==> src/verilog/snoop_pkg.sv <==
package snoop_pkg;

  // ------------------------------
  // Sizes
  // ------------------------------
  localparam int NUM_CORES       = 2;
  localparam int PC_WIDTH        = 64;
  localparam int LITE_ADDR_WIDTH = 32;
  localparam int LITE_DATA_WIDTH = 32;
  localparam int FIFO_DEPTH      = 8;
  localparam int PTR_WIDTH       = $clog2(FIFO_DEPTH);
  localparam int CNT_WIDTH       = 4;
  localparam int LANE_CNT_WIDTH  = 16;

  // ------------------------------
  // Register map, byte offsets
  // ------------------------------
  localparam logic [LITE_ADDR_WIDTH-1:0] REG_CTRL      = 32'h00;
  localparam logic [LITE_ADDR_WIDTH-1:0] REG_PRIV_MASK = 32'h04;
  localparam logic [LITE_ADDR_WIDTH-1:0] REG_WATERMARK = 32'h08;
  localparam logic [LITE_ADDR_WIDTH-1:0] REG_TRIG_LO   = 32'h0C;
  localparam logic [LITE_ADDR_WIDTH-1:0] REG_TRIG_HI   = 32'h10;
  localparam logic [LITE_ADDR_WIDTH-1:0] REG_STATUS    = 32'h14;
  localparam logic [LITE_ADDR_WIDTH-1:0] REG_LANE0_CNT = 32'h18;
  localparam logic [LITE_ADDR_WIDTH-1:0] REG_LANE1_CNT = 32'h1C;
  localparam logic [LITE_ADDR_WIDTH-1:0] REG_HEAD_BASE = 32'h20;
  localparam logic [LITE_ADDR_WIDTH-1:0] REG_POP       = 32'h3C;

  localparam logic [1:0] RESP_OKAY   = 2'b00;
  localparam logic [1:0] RESP_DECERR = 2'b11;

  // Raw branch trace from one core
  typedef struct packed {
    logic                v;
    logic [1:0]          priv;
    logic [PC_WIDTH-1:0] src_pc;
    logic [PC_WIDTH-1:0] dst_pc;
    logic [3:0]          ctr_type;
    logic [31:0]         instr;
  } core_trace_t;

  // One record in snooper word format, head word order
  typedef struct packed {
    logic [LITE_DATA_WIDTH-1:0] pc_src_h;
    logic [LITE_DATA_WIDTH-1:0] pc_src_l;
    logic [LITE_DATA_WIDTH-1:0] pc_dst_h;
    logic [LITE_DATA_WIDTH-1:0] pc_dst_l;
    logic [LITE_DATA_WIDTH-1:0] metadata;
    logic [LITE_DATA_WIDTH-1:0] opcode;
    logic [LITE_DATA_WIDTH-1:0] priv_lvl;
  } trace_word_t;

  typedef struct packed {
    logic                enable;
    logic                core_select;
    logic [3:0]          priv_mask;
    logic [3:0]          watermark;
    logic [PC_WIDTH-1:0] trig_addr;
  } snoop_cfg_t;

  typedef struct packed {
    logic [CNT_WIDTH-1:0]                          occupancy;
    logic                                          overflow;
    logic                                          trigger;
    logic [NUM_CORES-1:0][LANE_CNT_WIDTH-1:0]      lane_count;
  } snoop_status_t;

  typedef struct packed {
    logic                         awvalid;
    logic [LITE_ADDR_WIDTH-1:0]   awaddr;
    logic                         wvalid;
    logic [LITE_DATA_WIDTH-1:0]   wdata;
    logic [LITE_DATA_WIDTH/8-1:0] wstrb;
    logic                         bready;
    logic                         arvalid;
    logic [LITE_ADDR_WIDTH-1:0]   araddr;
    logic                         rready;
  } lite_req_t;

  typedef struct packed {
    logic                       awready;
    logic                       wready;
    logic                       bvalid;
    logic [1:0]                 bresp;
    logic                       arready;
    logic                       rvalid;
    logic [LITE_DATA_WIDTH-1:0] rdata;
    logic [1:0]                 rresp;
  } lite_rsp_t;

endpackage

==> src/verilog/trace_lane.sv <==
module trace_lane (
  input  logic                                 clk_i,
  input  logic                                 reset_i,
  input  snoop_pkg::core_trace_t               trace_i,
  input  logic [3:0]                           priv_mask_i,
  output snoop_pkg::trace_word_t               rec_o,
  output logic                                 rec_valid_o,
  output logic [snoop_pkg::LANE_CNT_WIDTH-1:0] count_o
);

  logic                   accept;
  snoop_pkg::trace_word_t packed_rec;

  // One mask bit per privilege level
  assign accept = trace_i.v && priv_mask_i[trace_i.priv];

  // ------------------------------
  // Record packing
  // ------------------------------
  always_comb begin
    // High words carry PC bits 62..32, top bit zero
    packed_rec.pc_src_h = {1'b0, trace_i.src_pc[62:32]};
    packed_rec.pc_dst_h = {1'b0, trace_i.dst_pc[62:32]};
    // Low words drop PC bit 0
    packed_rec.pc_src_l = {trace_i.src_pc[31:1], 1'b0};
    packed_rec.pc_dst_l = {trace_i.dst_pc[31:1], 1'b0};
    packed_rec.metadata = {28'b0, trace_i.ctr_type};
    packed_rec.opcode   = trace_i.instr;
    packed_rec.priv_lvl = {30'b0, trace_i.priv};
  end

  always_ff @(posedge clk_i) begin
    if (accept) begin
      rec_o <= packed_rec;
    end
  end

  // Valid flag and accepted-record count, count wraps
  always_ff @(posedge clk_i) begin
    if (reset_i) begin
      rec_valid_o <= 1'b0;
      count_o     <= '0;
    end else begin
      rec_valid_o <= accept;
      if (accept) begin
        count_o <= count_o + 1'b1;
      end
    end
  end

endmodule

==> src/verilog/trace_fifo.sv <==
module trace_fifo (
  input  logic                            clk_i,
  input  logic                            reset_i,
  input  logic                            push_i,
  input  snoop_pkg::trace_word_t          push_data_i,
  input  logic                            pop_i,
  output snoop_pkg::trace_word_t          head_o,
  output logic                            full_o,
  output logic                            empty_o,
  output logic [snoop_pkg::CNT_WIDTH-1:0] occupancy_o
);

  snoop_pkg::trace_word_t          mem [snoop_pkg::FIFO_DEPTH];
  logic [snoop_pkg::PTR_WIDTH-1:0] wr_ptr_q;
  logic [snoop_pkg::PTR_WIDTH-1:0] rd_ptr_q;
  logic [snoop_pkg::CNT_WIDTH-1:0] count_q;

  assign head_o      = mem[rd_ptr_q];
  assign occupancy_o = count_q;
  assign empty_o     = (count_q == '0);
  assign full_o      = (count_q == snoop_pkg::CNT_WIDTH'(snoop_pkg::FIFO_DEPTH));

  // Storage
  always_ff @(posedge clk_i) begin
    if (push_i) begin
      mem[wr_ptr_q] <= push_data_i;
    end
  end

  // Pointers wrap at the power-of-two depth
  always_ff @(posedge clk_i) begin
    if (reset_i) begin
      wr_ptr_q <= '0;
      rd_ptr_q <= '0;
      count_q  <= '0;
    end else begin
      if (push_i) begin
        wr_ptr_q <= wr_ptr_q + 1'b1;
      end
      if (pop_i) begin
        rd_ptr_q <= rd_ptr_q + 1'b1;
      end
      case ({push_i, pop_i})
        2'b10:   count_q <= count_q + 1'b1;
        2'b01:   count_q <= count_q - 1'b1;
        default: count_q <= count_q;
      endcase
    end
  end

  // ------------------------------
  // Guards live in the snooper
  // ------------------------------
  a_no_push_full : assert property (@(posedge clk_i) disable iff (reset_i)
    push_i |-> !full_o)
    else $error("trace_fifo: push while full");

  a_no_pop_empty : assert property (@(posedge clk_i) disable iff (reset_i)
    pop_i |-> !empty_o)
    else $error("trace_fifo: pop while empty");

endmodule

==> src/verilog/trace_snooper.sv <==
module trace_snooper (
  input  logic                                 clk_i,
  input  logic                                 reset_i,
  input  snoop_pkg::trace_word_t [snoop_pkg::NUM_CORES-1:0] lane_rec_i,
  input  logic [snoop_pkg::NUM_CORES-1:0]      lane_valid_i,
  input  logic [snoop_pkg::NUM_CORES-1:0][snoop_pkg::LANE_CNT_WIDTH-1:0] lane_count_i,
  input  snoop_pkg::snoop_cfg_t                cfg_i,
  input  logic                                 pop_i,
  input  logic [1:0]                           clear_i,
  output snoop_pkg::trace_word_t               head_o,
  output snoop_pkg::snoop_status_t             status_o,
  output logic                                 watermark_irq_o,
  output logic                                 trigger_irq_o
);

  snoop_pkg::trace_word_t          sel_rec;
  logic                            sel_valid;
  logic                            push;
  logic                            fifo_pop;
  logic                            full;
  logic                            empty;
  logic                            trig_hit;
  logic [snoop_pkg::CNT_WIDTH-1:0] occupancy;
  logic                            overflow_q;
  logic                            trigger_q;

  // ------------------------------
  // Lane select and push
  // ------------------------------
  assign sel_rec   = lane_rec_i[cfg_i.core_select];
  assign sel_valid = cfg_i.enable && lane_valid_i[cfg_i.core_select];
  assign push      = sel_valid && !full;
  assign fifo_pop  = pop_i && !empty;

  // Trigger address uses the packed high/low layout
  assign trig_hit = push && ({sel_rec.pc_dst_h, sel_rec.pc_dst_l} == cfg_i.trig_addr);

  trace_fifo i_fifo (
    .clk_i       ( clk_i     ),
    .reset_i     ( reset_i   ),
    .push_i      ( push      ),
    .push_data_i ( sel_rec   ),
    .pop_i       ( fifo_pop  ),
    .head_o      ( head_o    ),
    .full_o      ( full      ),
    .empty_o     ( empty     ),
    .occupancy_o ( occupancy )
  );

  // Sticky flags, a new event wins over a clear
  always_ff @(posedge clk_i) begin
    if (reset_i) begin
      overflow_q      <= 1'b0;
      trigger_q       <= 1'b0;
      watermark_irq_o <= 1'b0;
    end else begin
      if (sel_valid && full) begin
        overflow_q <= 1'b1;
      end else if (clear_i[0]) begin
        overflow_q <= 1'b0;
      end
      if (trig_hit) begin
        trigger_q <= 1'b1;
      end else if (clear_i[1]) begin
        trigger_q <= 1'b0;
      end
      // Watermark of zero disables the interrupt
      watermark_irq_o <= (cfg_i.watermark != '0) && (occupancy >= cfg_i.watermark);
    end
  end

  assign trigger_irq_o = trigger_q;

  assign status_o = '{
    occupancy:  occupancy,
    overflow:   overflow_q,
    trigger:    trigger_q,
    lane_count: lane_count_i
  };

endmodule

==> src/verilog/snoop_cfg_regs.sv <==
module snoop_cfg_regs (
  input  logic                     clk_i,
  input  logic                     reset_i,
  input  snoop_pkg::lite_req_t     lite_req_i,
  output snoop_pkg::lite_rsp_t     lite_rsp_o,
  input  snoop_pkg::snoop_status_t status_i,
  input  snoop_pkg::trace_word_t   head_i,
  output snoop_pkg::snoop_cfg_t    cfg_o,
  output logic                     pop_o,
  output logic [1:0]               clear_o
);

  logic        wr_take;
  logic        rd_take;
  logic        wm_level;
  logic        rd_hit;
  logic [31:0] rd_data;
  logic [1:0]  ctrl_q;
  logic [3:0]  priv_mask_q;
  logic [3:0]  watermark_q;
  logic [31:0] trig_lo_q;
  logic [31:0] trig_hi_q;
  logic        bvalid_q;
  logic [1:0]  bresp_q;
  logic        rvalid_q;
  logic [31:0] rdata_q;
  logic [1:0]  rresp_q;

  function automatic logic in_map(input logic [31:0] addr);
    return (addr <= snoop_pkg::REG_POP) && (addr[1:0] == 2'b00);
  endfunction

  function automatic logic [31:0] merge_bytes(input logic [31:0] old,
                                              input logic [31:0] data,
                                              input logic [3:0]  strb);
    logic [31:0] res;
    res = old;
    for (int i = 0; i < 4; i++) begin
      if (strb[i]) begin
        res[8*i +: 8] = data[8*i +: 8];
      end
    end
    return res;
  endfunction

  // ------------------------------
  // Handshakes
  // ------------------------------
  // One write in flight with address and data taken together
  assign wr_take = lite_req_i.awvalid && lite_req_i.wvalid && !bvalid_q;
  assign rd_take = lite_req_i.arvalid && !rvalid_q;

  assign pop_o   = wr_take && (lite_req_i.awaddr == snoop_pkg::REG_POP);
  assign clear_o = (wr_take && (lite_req_i.awaddr == snoop_pkg::REG_STATUS) &&
                    lite_req_i.wstrb[1]) ? lite_req_i.wdata[9:8] : 2'b00;

  assign wm_level = (watermark_q != '0) && (status_i.occupancy >= watermark_q);

  // Configuration registers
  always_ff @(posedge clk_i) begin
    if (reset_i) begin
      ctrl_q      <= '0;
      priv_mask_q <= '0;
      watermark_q <= '0;
      trig_lo_q   <= '0;
      trig_hi_q   <= '0;
    end else if (wr_take) begin
      case (lite_req_i.awaddr)
        snoop_pkg::REG_CTRL: begin
          if (lite_req_i.wstrb[0]) ctrl_q <= lite_req_i.wdata[1:0];
        end
        snoop_pkg::REG_PRIV_MASK: begin
          if (lite_req_i.wstrb[0]) priv_mask_q <= lite_req_i.wdata[3:0];
        end
        snoop_pkg::REG_WATERMARK: begin
          if (lite_req_i.wstrb[0]) watermark_q <= lite_req_i.wdata[3:0];
        end
        snoop_pkg::REG_TRIG_LO: begin
          trig_lo_q <= merge_bytes(trig_lo_q, lite_req_i.wdata, lite_req_i.wstrb);
        end
        snoop_pkg::REG_TRIG_HI: begin
          trig_hi_q <= merge_bytes(trig_hi_q, lite_req_i.wdata, lite_req_i.wstrb);
        end
        default: ;
      endcase
    end
  end

  // ------------------------------
  // Read decode
  // ------------------------------
  always_comb begin
    rd_data = '0;
    rd_hit  = 1'b1;
    case (lite_req_i.araddr)
      snoop_pkg::REG_CTRL:      rd_data = {30'b0, ctrl_q};
      snoop_pkg::REG_PRIV_MASK: rd_data = {28'b0, priv_mask_q};
      snoop_pkg::REG_WATERMARK: rd_data = {28'b0, watermark_q};
      snoop_pkg::REG_TRIG_LO:   rd_data = trig_lo_q;
      snoop_pkg::REG_TRIG_HI:   rd_data = trig_hi_q;
      snoop_pkg::REG_STATUS: begin
        rd_data = {21'b0, wm_level, status_i.trigger, status_i.overflow, 4'b0,
                   status_i.occupancy};
      end
      snoop_pkg::REG_LANE0_CNT:         rd_data = {16'b0, status_i.lane_count[0]};
      snoop_pkg::REG_LANE1_CNT:         rd_data = {16'b0, status_i.lane_count[1]};
      snoop_pkg::REG_HEAD_BASE:         rd_data = head_i.pc_src_h;
      snoop_pkg::REG_HEAD_BASE + 32'h4: rd_data = head_i.pc_src_l;
      snoop_pkg::REG_HEAD_BASE + 32'h8: rd_data = head_i.pc_dst_h;
      snoop_pkg::REG_HEAD_BASE + 32'hC: rd_data = head_i.pc_dst_l;
      snoop_pkg::REG_HEAD_BASE + 32'h10: rd_data = head_i.metadata;
      snoop_pkg::REG_HEAD_BASE + 32'h14: rd_data = head_i.opcode;
      snoop_pkg::REG_HEAD_BASE + 32'h18: rd_data = head_i.priv_lvl;
      // Pop is write-only and reads zero
      snoop_pkg::REG_POP:       rd_data = '0;
      default:                  rd_hit = 1'b0;
    endcase
  end

  // Response channels hold until accepted
  always_ff @(posedge clk_i) begin
    if (reset_i) begin
      bvalid_q <= 1'b0;
      rvalid_q <= 1'b0;
    end else begin
      if (wr_take) begin
        bvalid_q <= 1'b1;
      end else if (lite_req_i.bready) begin
        bvalid_q <= 1'b0;
      end
      if (rd_take) begin
        rvalid_q <= 1'b1;
      end else if (lite_req_i.rready) begin
        rvalid_q <= 1'b0;
      end
    end
  end

  always_ff @(posedge clk_i) begin
    if (wr_take) begin
      bresp_q <= in_map(lite_req_i.awaddr) ? snoop_pkg::RESP_OKAY : snoop_pkg::RESP_DECERR;
    end
    if (rd_take) begin
      rdata_q <= rd_data;
      rresp_q <= rd_hit ? snoop_pkg::RESP_OKAY : snoop_pkg::RESP_DECERR;
    end
  end

  assign lite_rsp_o = '{
    awready: wr_take,
    wready:  wr_take,
    bvalid:  bvalid_q,
    bresp:   bresp_q,
    arready: rd_take,
    rvalid:  rvalid_q,
    rdata:   rdata_q,
    rresp:   rresp_q
  };

  assign cfg_o = '{
    enable:      ctrl_q[0],
    core_select: ctrl_q[1],
    priv_mask:   priv_mask_q,
    watermark:   watermark_q,
    trig_addr:   {trig_hi_q, trig_lo_q}
  };

  // ------------------------------
  // Bus checks
  // ------------------------------
  a_rsp_stable : assert property (@(posedge clk_i) disable iff (reset_i)
    (bvalid_q && !lite_req_i.bready |=> bvalid_q && $stable(bresp_q)) and
    (rvalid_q && !lite_req_i.rready |=> rvalid_q && $stable(rdata_q) && $stable(rresp_q)))
    else $error("snoop_cfg_regs: response changed before handshake");

  // Read decode must cover every offset of the map
  a_no_decerr_in_map : assert property (@(posedge clk_i) disable iff (reset_i)
    rd_take && in_map(lite_req_i.araddr) |=> rresp_q != snoop_pkg::RESP_DECERR)
    else $error("snoop_cfg_regs: DECERR inside register map");

endmodule

==> src/verilog/snoop_top.sv <==
module snoop_top (
  input  logic                                              clk_i,
  input  logic                                              reset_i,
  input  snoop_pkg::core_trace_t [snoop_pkg::NUM_CORES-1:0] trace_i,
  input  snoop_pkg::lite_req_t                              lite_req_i,
  output snoop_pkg::lite_rsp_t                              lite_rsp_o,
  output logic                                              watermark_irq_o,
  output logic                                              trigger_irq_o
);

  snoop_pkg::snoop_cfg_t                    cfg;
  snoop_pkg::snoop_status_t                 status;
  snoop_pkg::trace_word_t                   head;
  logic                                     pop;
  logic [1:0]                               clear;
  snoop_pkg::trace_word_t [snoop_pkg::NUM_CORES-1:0] lane_rec;
  logic [snoop_pkg::NUM_CORES-1:0]          lane_valid;
  logic [snoop_pkg::NUM_CORES-1:0][snoop_pkg::LANE_CNT_WIDTH-1:0] lane_count;

  // One lane per core
  for (genvar i = 0; i < snoop_pkg::NUM_CORES; i++) begin : gen_lane
    trace_lane i_lane (
      .clk_i       ( clk_i         ),
      .reset_i     ( reset_i       ),
      .trace_i     ( trace_i[i]    ),
      .priv_mask_i ( cfg.priv_mask ),
      .rec_o       ( lane_rec[i]   ),
      .rec_valid_o ( lane_valid[i] ),
      .count_o     ( lane_count[i] )
    );
  end

  trace_snooper i_snooper (
    .clk_i           ( clk_i           ),
    .reset_i         ( reset_i         ),
    .lane_rec_i      ( lane_rec        ),
    .lane_valid_i    ( lane_valid      ),
    .lane_count_i    ( lane_count      ),
    .cfg_i           ( cfg             ),
    .pop_i           ( pop             ),
    .clear_i         ( clear           ),
    .head_o          ( head            ),
    .status_o        ( status          ),
    .watermark_irq_o ( watermark_irq_o ),
    .trigger_irq_o   ( trigger_irq_o   )
  );

  snoop_cfg_regs i_regs (
    .clk_i      ( clk_i      ),
    .reset_i    ( reset_i    ),
    .lite_req_i ( lite_req_i ),
    .lite_rsp_o ( lite_rsp_o ),
    .status_i   ( status     ),
    .head_i     ( head       ),
    .cfg_o      ( cfg        ),
    .pop_o      ( pop        ),
    .clear_o    ( clear      )
  );

endmodule

==> config.mk <==
export PLATFORM = sky130hd
export DESIGN_NAME = snoop_top
export DESIGN_NICKNAME = d
export VERILOG_FILES = /design/src/verilog/snoop_pkg.sv /design/src/verilog/trace_lane.sv /design/src/verilog/trace_fifo.sv /design/src/verilog/trace_snooper.sv /design/src/verilog/snoop_cfg_regs.sv /design/src/verilog/snoop_top.sv
export SDC_FILE = /design/constraint.sdc
export NUM_CORES = 2
export LEC_CHECK = 0
export BUFFER_PORTS_ARGS = -buffer_cell sky130_fd_sc_hd__buf_2
export CORE_MARGIN = 2
export CORE_UTILIZATION = 65
export DETAILED_ROUTE_END_ITERATION = 16
export GPL_TIMING_DRIVEN = 0
export PLACE_DENSITY_LB_ADDON = 0.3
export SLEW_MARGIN = 10
export SYNTH_ARGS = -nofsm -noshare
export SYNTH_HDL_FRONTEND = slang
export SYNTH_SLANG_ARGS = --single-unit
==> constraint.sdc <==
create_clock -name clk_i -period 25 [get_ports clk_i]
set_input_delay 1.25 -clock clk_i [delete_from_list [all_inputs] [get_ports clk_i]]
set_output_delay 1.25 -clock clk_i [all_outputs]
set_load 0.03 [all_outputs]
# Word-level counts from Yosys, hierarchy flattened
# Memory sizes are Yosys's and may differ from the RTL's. A register that Yosys moved wholly into a read port is not among the register bits.
# Cells that the tools add are included.
[word_totals]
mem_count = 1
mem_bits_ro = 0
latch_bits = 0
regBits = 483
mem_bits_rw = 1792
[mem_list]
columns = ["name", "depth", "width", "read_ports", "rd_clocked_by_memory_dff", "wr", "line_no", "rtl"]
rows = [
  ["i_snooper.i_fifo.mem", 8, 224, 1, 1, 1, "trace_fifo.sv:13", "snoop_pkg::trace_word_t mem [snoop_pkg::FIFO_DEPTH];"],
]
[op_classes]
order_cmp = 5
bitwise_logic = 0
shift = 0
n_reduce_logical = 41
eq_ne = 25
n_mux = 26
add_sub_neg = 6
mul = 0
div_mod_pow = 0
[ops]
columns = ["operator", "count"]
rows = [
  ["$pmux W32 S15", 1],
  ["$eq A32 B6 Y1 const B", 9],
  ["$mux W224", 1],
  ["$mux W223", 1],
  ["$eq A32 B5 Y1 const B", 6],
  ["$eq A32 B4 Y1 const B", 4],
  ["$eq A32 B3 Y1 const B", 2],
  ["$eq A64 B64 Y1", 1],
  ["$logic_not A32 Y1", 2],
  ["$reduce_and A3 Y1", 11],
  ["$add A16 B1 Y16 const B", 2],
  ["$le A32 B6 Y1 const B", 1],
  ["$reduce_or A16 Y1", 1],
  ["$logic_and A1 B1 Y1", 15],
  ["$mux W1", 15],
  ["$reduce_bool A2 Y1", 5],
  ["$pmux W4 S2", 1],
  ["$add A3 B1 Y3 const B", 2],
  ["$lt A2 B3 Y1 const B", 2],
  ["$mux W2", 3],
  ["$mux W3", 2],
  ["$add A4 B1 Y4 const B", 1],
  ["$bmux W1 S2", 2],
  ["$eq A4 B4 Y1 const B", 1],
  ["other kinds (9)", 12],
]

# Longest topological paths before layout
[depth]
word_depth = 7
ltp_mapped = 12

# By module
# Synthesis repeated with hierarchy kept, for this count alone.
[unflattened]
hier_cells = 4458
area_unflattened_um2 = 91151.2
[modules_own_cells]
columns = ["module", "cells_each", "seq_area_each_um2", "n_inst", "area_each_um2"]
rows = [
  ["trace_fifo", 2660, 54071.9, 1, 67891.4],
  ["trace_lane", 323, 5205.0, 2, 6203.4],
  ["snoop_cfg_regs", 747, 2542.4, 1, 6965.4],
  ["trace_snooper", 405, 60.1, 1, 3887.5],
]

# Worst setup path after synthesis
# Ideal clock, no wire load.
[synth_timing]
path_kind = "register to register"
startpoint = "reg i_regs.ctrl_q[1]"
endpoint = "mem i_snooper.i_fifo.mem[4][0] in the netlist's numbering (enable)"
setup_slack_ns = 10.844
t_arrival_ns = 13.240
n_path_buf = 2
path_stages_with_launch = 7
cell_sequence = "dfxtp_1 > buf_4 > buf_4 > mux2i_1 > a211oi_1 > nand2b_1 > nor3b_1"
[synth_via]
elab_chain_len = 6
[synth_rtl]
columns = ["element", "line_no", "rtl"]
rows = [
  ["start, declared", "snoop_cfg_regs.sv:18", "logic [1:0] ctrl_q;"],
  ["start signal, assigned", "snoop_cfg_regs.sv:70", "if (lite_req_i.wstrb[0]) ctrl_q <= lite_req_i.wdata[1:0];"],
  ["$mux W1 (implied by the code) (2 in series)", "trace_snooper.sv:31", "assign sel_valid = cfg_i.enable && lane_valid_i[cfg_i.core_select];"],
  ["$logic_and A1 B1 Y1", "trace_snooper.sv:31", ""],
  ["$logic_and A1 B1 Y1", "trace_snooper.sv:32", "assign push = sel_valid && !full;"],
  ["$mux W1", "trace_fifo.sv:25", "if (push_i) begin"],
  ["$mux W1 (implied by the code)", "trace_fifo.sv:26", "mem[wr_ptr_q] <= push_data_i;"],
  ["end, declared", "trace_fifo.sv:13", ""],
]
# Every way passes these cells. The select of a mux whose other input is x is not followed.

# Final worst setup path
[layout_timing]
startpoint = "reg i_regs.ctrl_q[1]"
endpoint = "mem i_snooper.i_fifo.mem[3][61] in the netlist's numbering (enable)"
# Same word-level chain as after synthesis.

==> results.sh <==
export IMPL_status="finished clean"
export IMPL_critical_path_arrival_ns=5.84
export IMPL_worst_slew_pin_slew_ns=1.48
export IMPL_gp_congestion=0.997
export IMPL_synth_most_common_cell="edfxtp_1"
export IMPL_drv_slew=0
export IMPL_r2r_cells=12
export IMPL_post_cts_buffers=0
export IMPL_critical_path_startpoint="i_regs.ctrl_q[1]"
export IMPL_holdPathEnd="i_snooper.trigger_irq_o"
export IMPL_synth_ff_type="edfxtp_1"
export IMPL_yosysWarnings=0
export IMPL_hold_path_class="reg2reg"
export IMPL_root_buffer="clkbuf_16"
export IMPL_dp_cells=5461
export IMPL_drc=0
export IMPL_worst_hold_slack_ns=0.489
export IMPL_final_core_util_pct=76.4
export IMPL_ys_seq_area_share_pct=76.0
export IMPL_yosys_cell_types_count=63
export IMPL_final_nets=4696
export IMPL_power_density_mw_per_mm2=72.9
export IMPL_synth_compound_area_share_pct=1.93
export IMPL_dpl_cell_area_mm2=0.0747
export IMPL_max_cap_viol_count=0
export IMPL_fmax_ghz=0.187
export IMPL_cts_buffers=172
export IMPL_end_kind="flop"
export IMPL_cts_sinks=1780
export IMPL_avgSynthCellArea_um2=20.0
export IMPL_drive_above_1_share_pct=34.0
export IMPL_muxShareOfSynthArea_pct=16.0
export IMPL_crit_type="reg2reg"
export IMPL_met1_length_mm=68.6
export IMPL_worstSetupStartpointType="flop"
export IMPL_wl_per_cell_um=35.6
export IMPL_synth_commonest_cells="edfxtp_1, mux4_2, nand2_1, mux2i_1, mux2_2"
export IMPL_ff2ff_setup_slack_ns=19.65
export IMPL_synth_adder_area_share_pct=0.200
export IMPL_grt_max_degree=94
export IMPL_row_count=119
export IMPL_cts_max_path_buffers=3
export IMPL_vdd_drop_max_v=0.0000716
export IMPL_min_path_cells=2
export IMPL_tritoncts="built"
export IMPL_yosys_register_bits=1780
export IMPL_syn_nets=3890
export IMPL_wl_met3_mm=27.7
export IMPL_initial_core_util_pct=65.4
export IMPL_slew_headroom_pct=1.42
export IMPL_hold_buffers=0
export IMPL_top_layer="met5"
export IMPL_min_from="i_snooper.trigger_irq_o"
export IMPL_overflow=0
export IMPL_synth_cells=3438
export IMPL_hpwl_mm=140
export IMPL_dieArea_mm2=0.108
export IMPL_cp_max_fo=10
export IMPL_num_vias=39700
export IMPL_synth_edff_count=1654
export IMPL_r2r_end="i_snooper.i_fifo.mem[3][61]"
export IMPL_wl_met2_mm=95.8
export IMPL_fin_cells=5792
export IMPL_rsz0062_at_grt="no"
export IMPL_place_port_buffers=473
export IMPL_cts_resized=0
export IMPL_grt_util_all_layers_pct=38.2
export IMPL_avgViaCountPerCell=6.85
export IMPL_yosys_area_top_type_share_pct=72.3
export IMPL_grt_pass1_vias=39000
export IMPL_async_flop_share_pct=0
export IMPL_setup_viol=0
export IMPL_power_leakage_nw=27.7
export IMPL_worst_endpoint_required_ns=25.48
export IMPL_clk_latency_ns=0.80
export IMPL_fp_coreArea_mm2=0.105
export IMPL_netlist_area_mm2=0.0687
export IMPL_wl_mm=206
export IMPL_grt_pass1_wl_mm=284
export IMPL_synth_top_cells_by_area="edfxtp_1, mux4_2, dfxtp_1"
export IMPL_synth_xor_area_share_pct=1.10
export IMPL_fin_worst_skew_ns=0.0342
export IMPL_die_w_um=329
export IMPL_synth_top_family_by_area="multiplexers"
export IMPL_hold_viol=0
export IMPL_final_area_mm2=0.0803
export IMPL_h_tree_depth=4
export IMPL_antenna_found_initial=31
export IMPL_cts_clk_slew_worst_paths_ns=0.07
export IMPL_ios=484
export IMPL_ant_nets=0
export IMPL_dr_pass1_iters=8
export IMPL_area_delta_synth_final_pct=16.8
export IMPL_synth_simple_area_share_pct=3.58
export IMPL_yosysTopAreaCell="edfxtp_1"
export IMPL_layout_min_cycle_time_ns=5.35
export IMPL_die_h_um=329
export IMPL_n_fill_cell=5488
export IMPL_drt_iter0_markers=6468
export IMPL_timing_rr_start="i_regs.ctrl_q[1]"
export IMPL_post_route_period_util_pct=21.4
==> critical path, cell delays in order, from the launching register on <==
cell and delay, ns:
dfxtp_1 0.39, buf_4 0.28, buf_4 0.51, mux2i_1 0.18
a211oi_1 0.96, nand2_1 0.39, nor3b_2 0.84, buf_4 0.37
buf_4 0.22, buf_4 0.20, buf_4 0.23, buf_4 0.21
buf_4 0.23
==> worst max path at each step <==
| stage | end | slack, ns | depth (start not counted) |
|---|---|---|---|
| 2_1_floorplan | i_snooper.i_fifo.mem[4][0] | 10.84 | 6 |
| 3_3_place_gp | i_snooper.i_fifo.mem[4][210] | -2.18 | 6 |
| 6_report | i_snooper.i_fifo.mem[3][61] | 19.65 | 12 |
| 3_5_place_dp | i_snooper.i_fifo.mem[3][217] | 19.85 | 12 |
| 5_1_grt | i_snooper.i_fifo.mem[3][190] | 19.58 | 12 |
| 4_1_cts | i_snooper.i_fifo.mem[3][59] | 19.80 | 12 |
==> metrics by stage <==
step	power (mW)	setup slack [ns]	setup TNS, ns
floorplan	3.30	10.84	0
global placement	3.34	-2.18	-1454.01
detailed placement	3.34	19.85	0
CTS	5.86	19.80	0
global route	5.97	19.58	0
finish	5.85	19.65	0
==> cell usage in the layout, fill, tap and decap left out, drive strengths merged, types with 16 or more instances in the layout <==
cell	n
nand2	227
mux2i	177
xnor2	65
clkinv	67
mux2	167
diode	19
nand4	36
edfxtp	1654
a21oi	52
o21ai	16
nor2	128
xor2	21
inv	25
o22ai	35
nor4	31
mux4	326
clkbuf	295
a221oi	26
buf	724
dfxtp	126
nand3	23
==> final cells by class <==
cell class              instances  area [um2]  share of cell area, %
diodes                         19        47.5                 0.0592
plain buffers                 166         806                   1.00
clock buffers                 221        4660                   5.80
clock inverters                91         901                   1.12
inverters                      18        67.6                 0.0842
multi-input cells            1474       15700                   19.6
flip-flops and latches       1780       52200                   65.0
well taps                    1391        1740                   2.17
repair buffers                632        4130                   5.15
==> report_power, final <==
part / internal [mW] / leakage (nW) / switching [mW]
Sequential: 3.22 / 15.9 / 0.00144
Clock: 1.46 / 2.72 / 1.12
Combinational: 0.0293 / 9.05 / 0.0361
Total: 4.70 / 27.7 / 1.15
==> registers in the layout (all words and copies together), names as in the netlist, 2 cells and up, named ones only <==
| register | cells |
|---|---|
| i_regs.priv_mask_q | 4 |
| i_regs.ctrl_q | 2 |
| i_regs.trig_lo_q | 32 |
| gen_lane.i_lane.rec_valid_o | 2 |
| i_regs.rdata_q | 32 |
| i_snooper.i_fifo.wr_ptr_q | 3 |
| i_snooper.i_fifo.mem | 1296 |
| gen_lane.i_lane.rec_o | 324 |
| gen_lane.i_lane.count_o | 32 |
| i_snooper.i_fifo.rd_ptr_q | 3 |
| i_snooper.i_fifo.occupancy_o | 4 |
| i_regs.watermark_q | 4 |
| i_regs.trig_hi_q | 32 |
==> cell families after synthesis <==
family                   count (synthesis)
AO/OA/AOI/OAI                          192
multiplexers                           670
AND/OR/NAND/NOR                        515
adder cells (fa/ha/maj)                 11
XOR/XNOR                                86
flip-flops                            1780
buffers and inverters                  184
==> per-layer routing <==
layer | vias up | GRT usage [%]
li1 | 15600 | -
met4 | 26 | 21.0
met3 | 663 | 11.5
met1 | 20000 | 49.6
met2 | 3411 | 58.8
met5 | - | 0
Note: power is estimated with default switching activity, not from simulation.
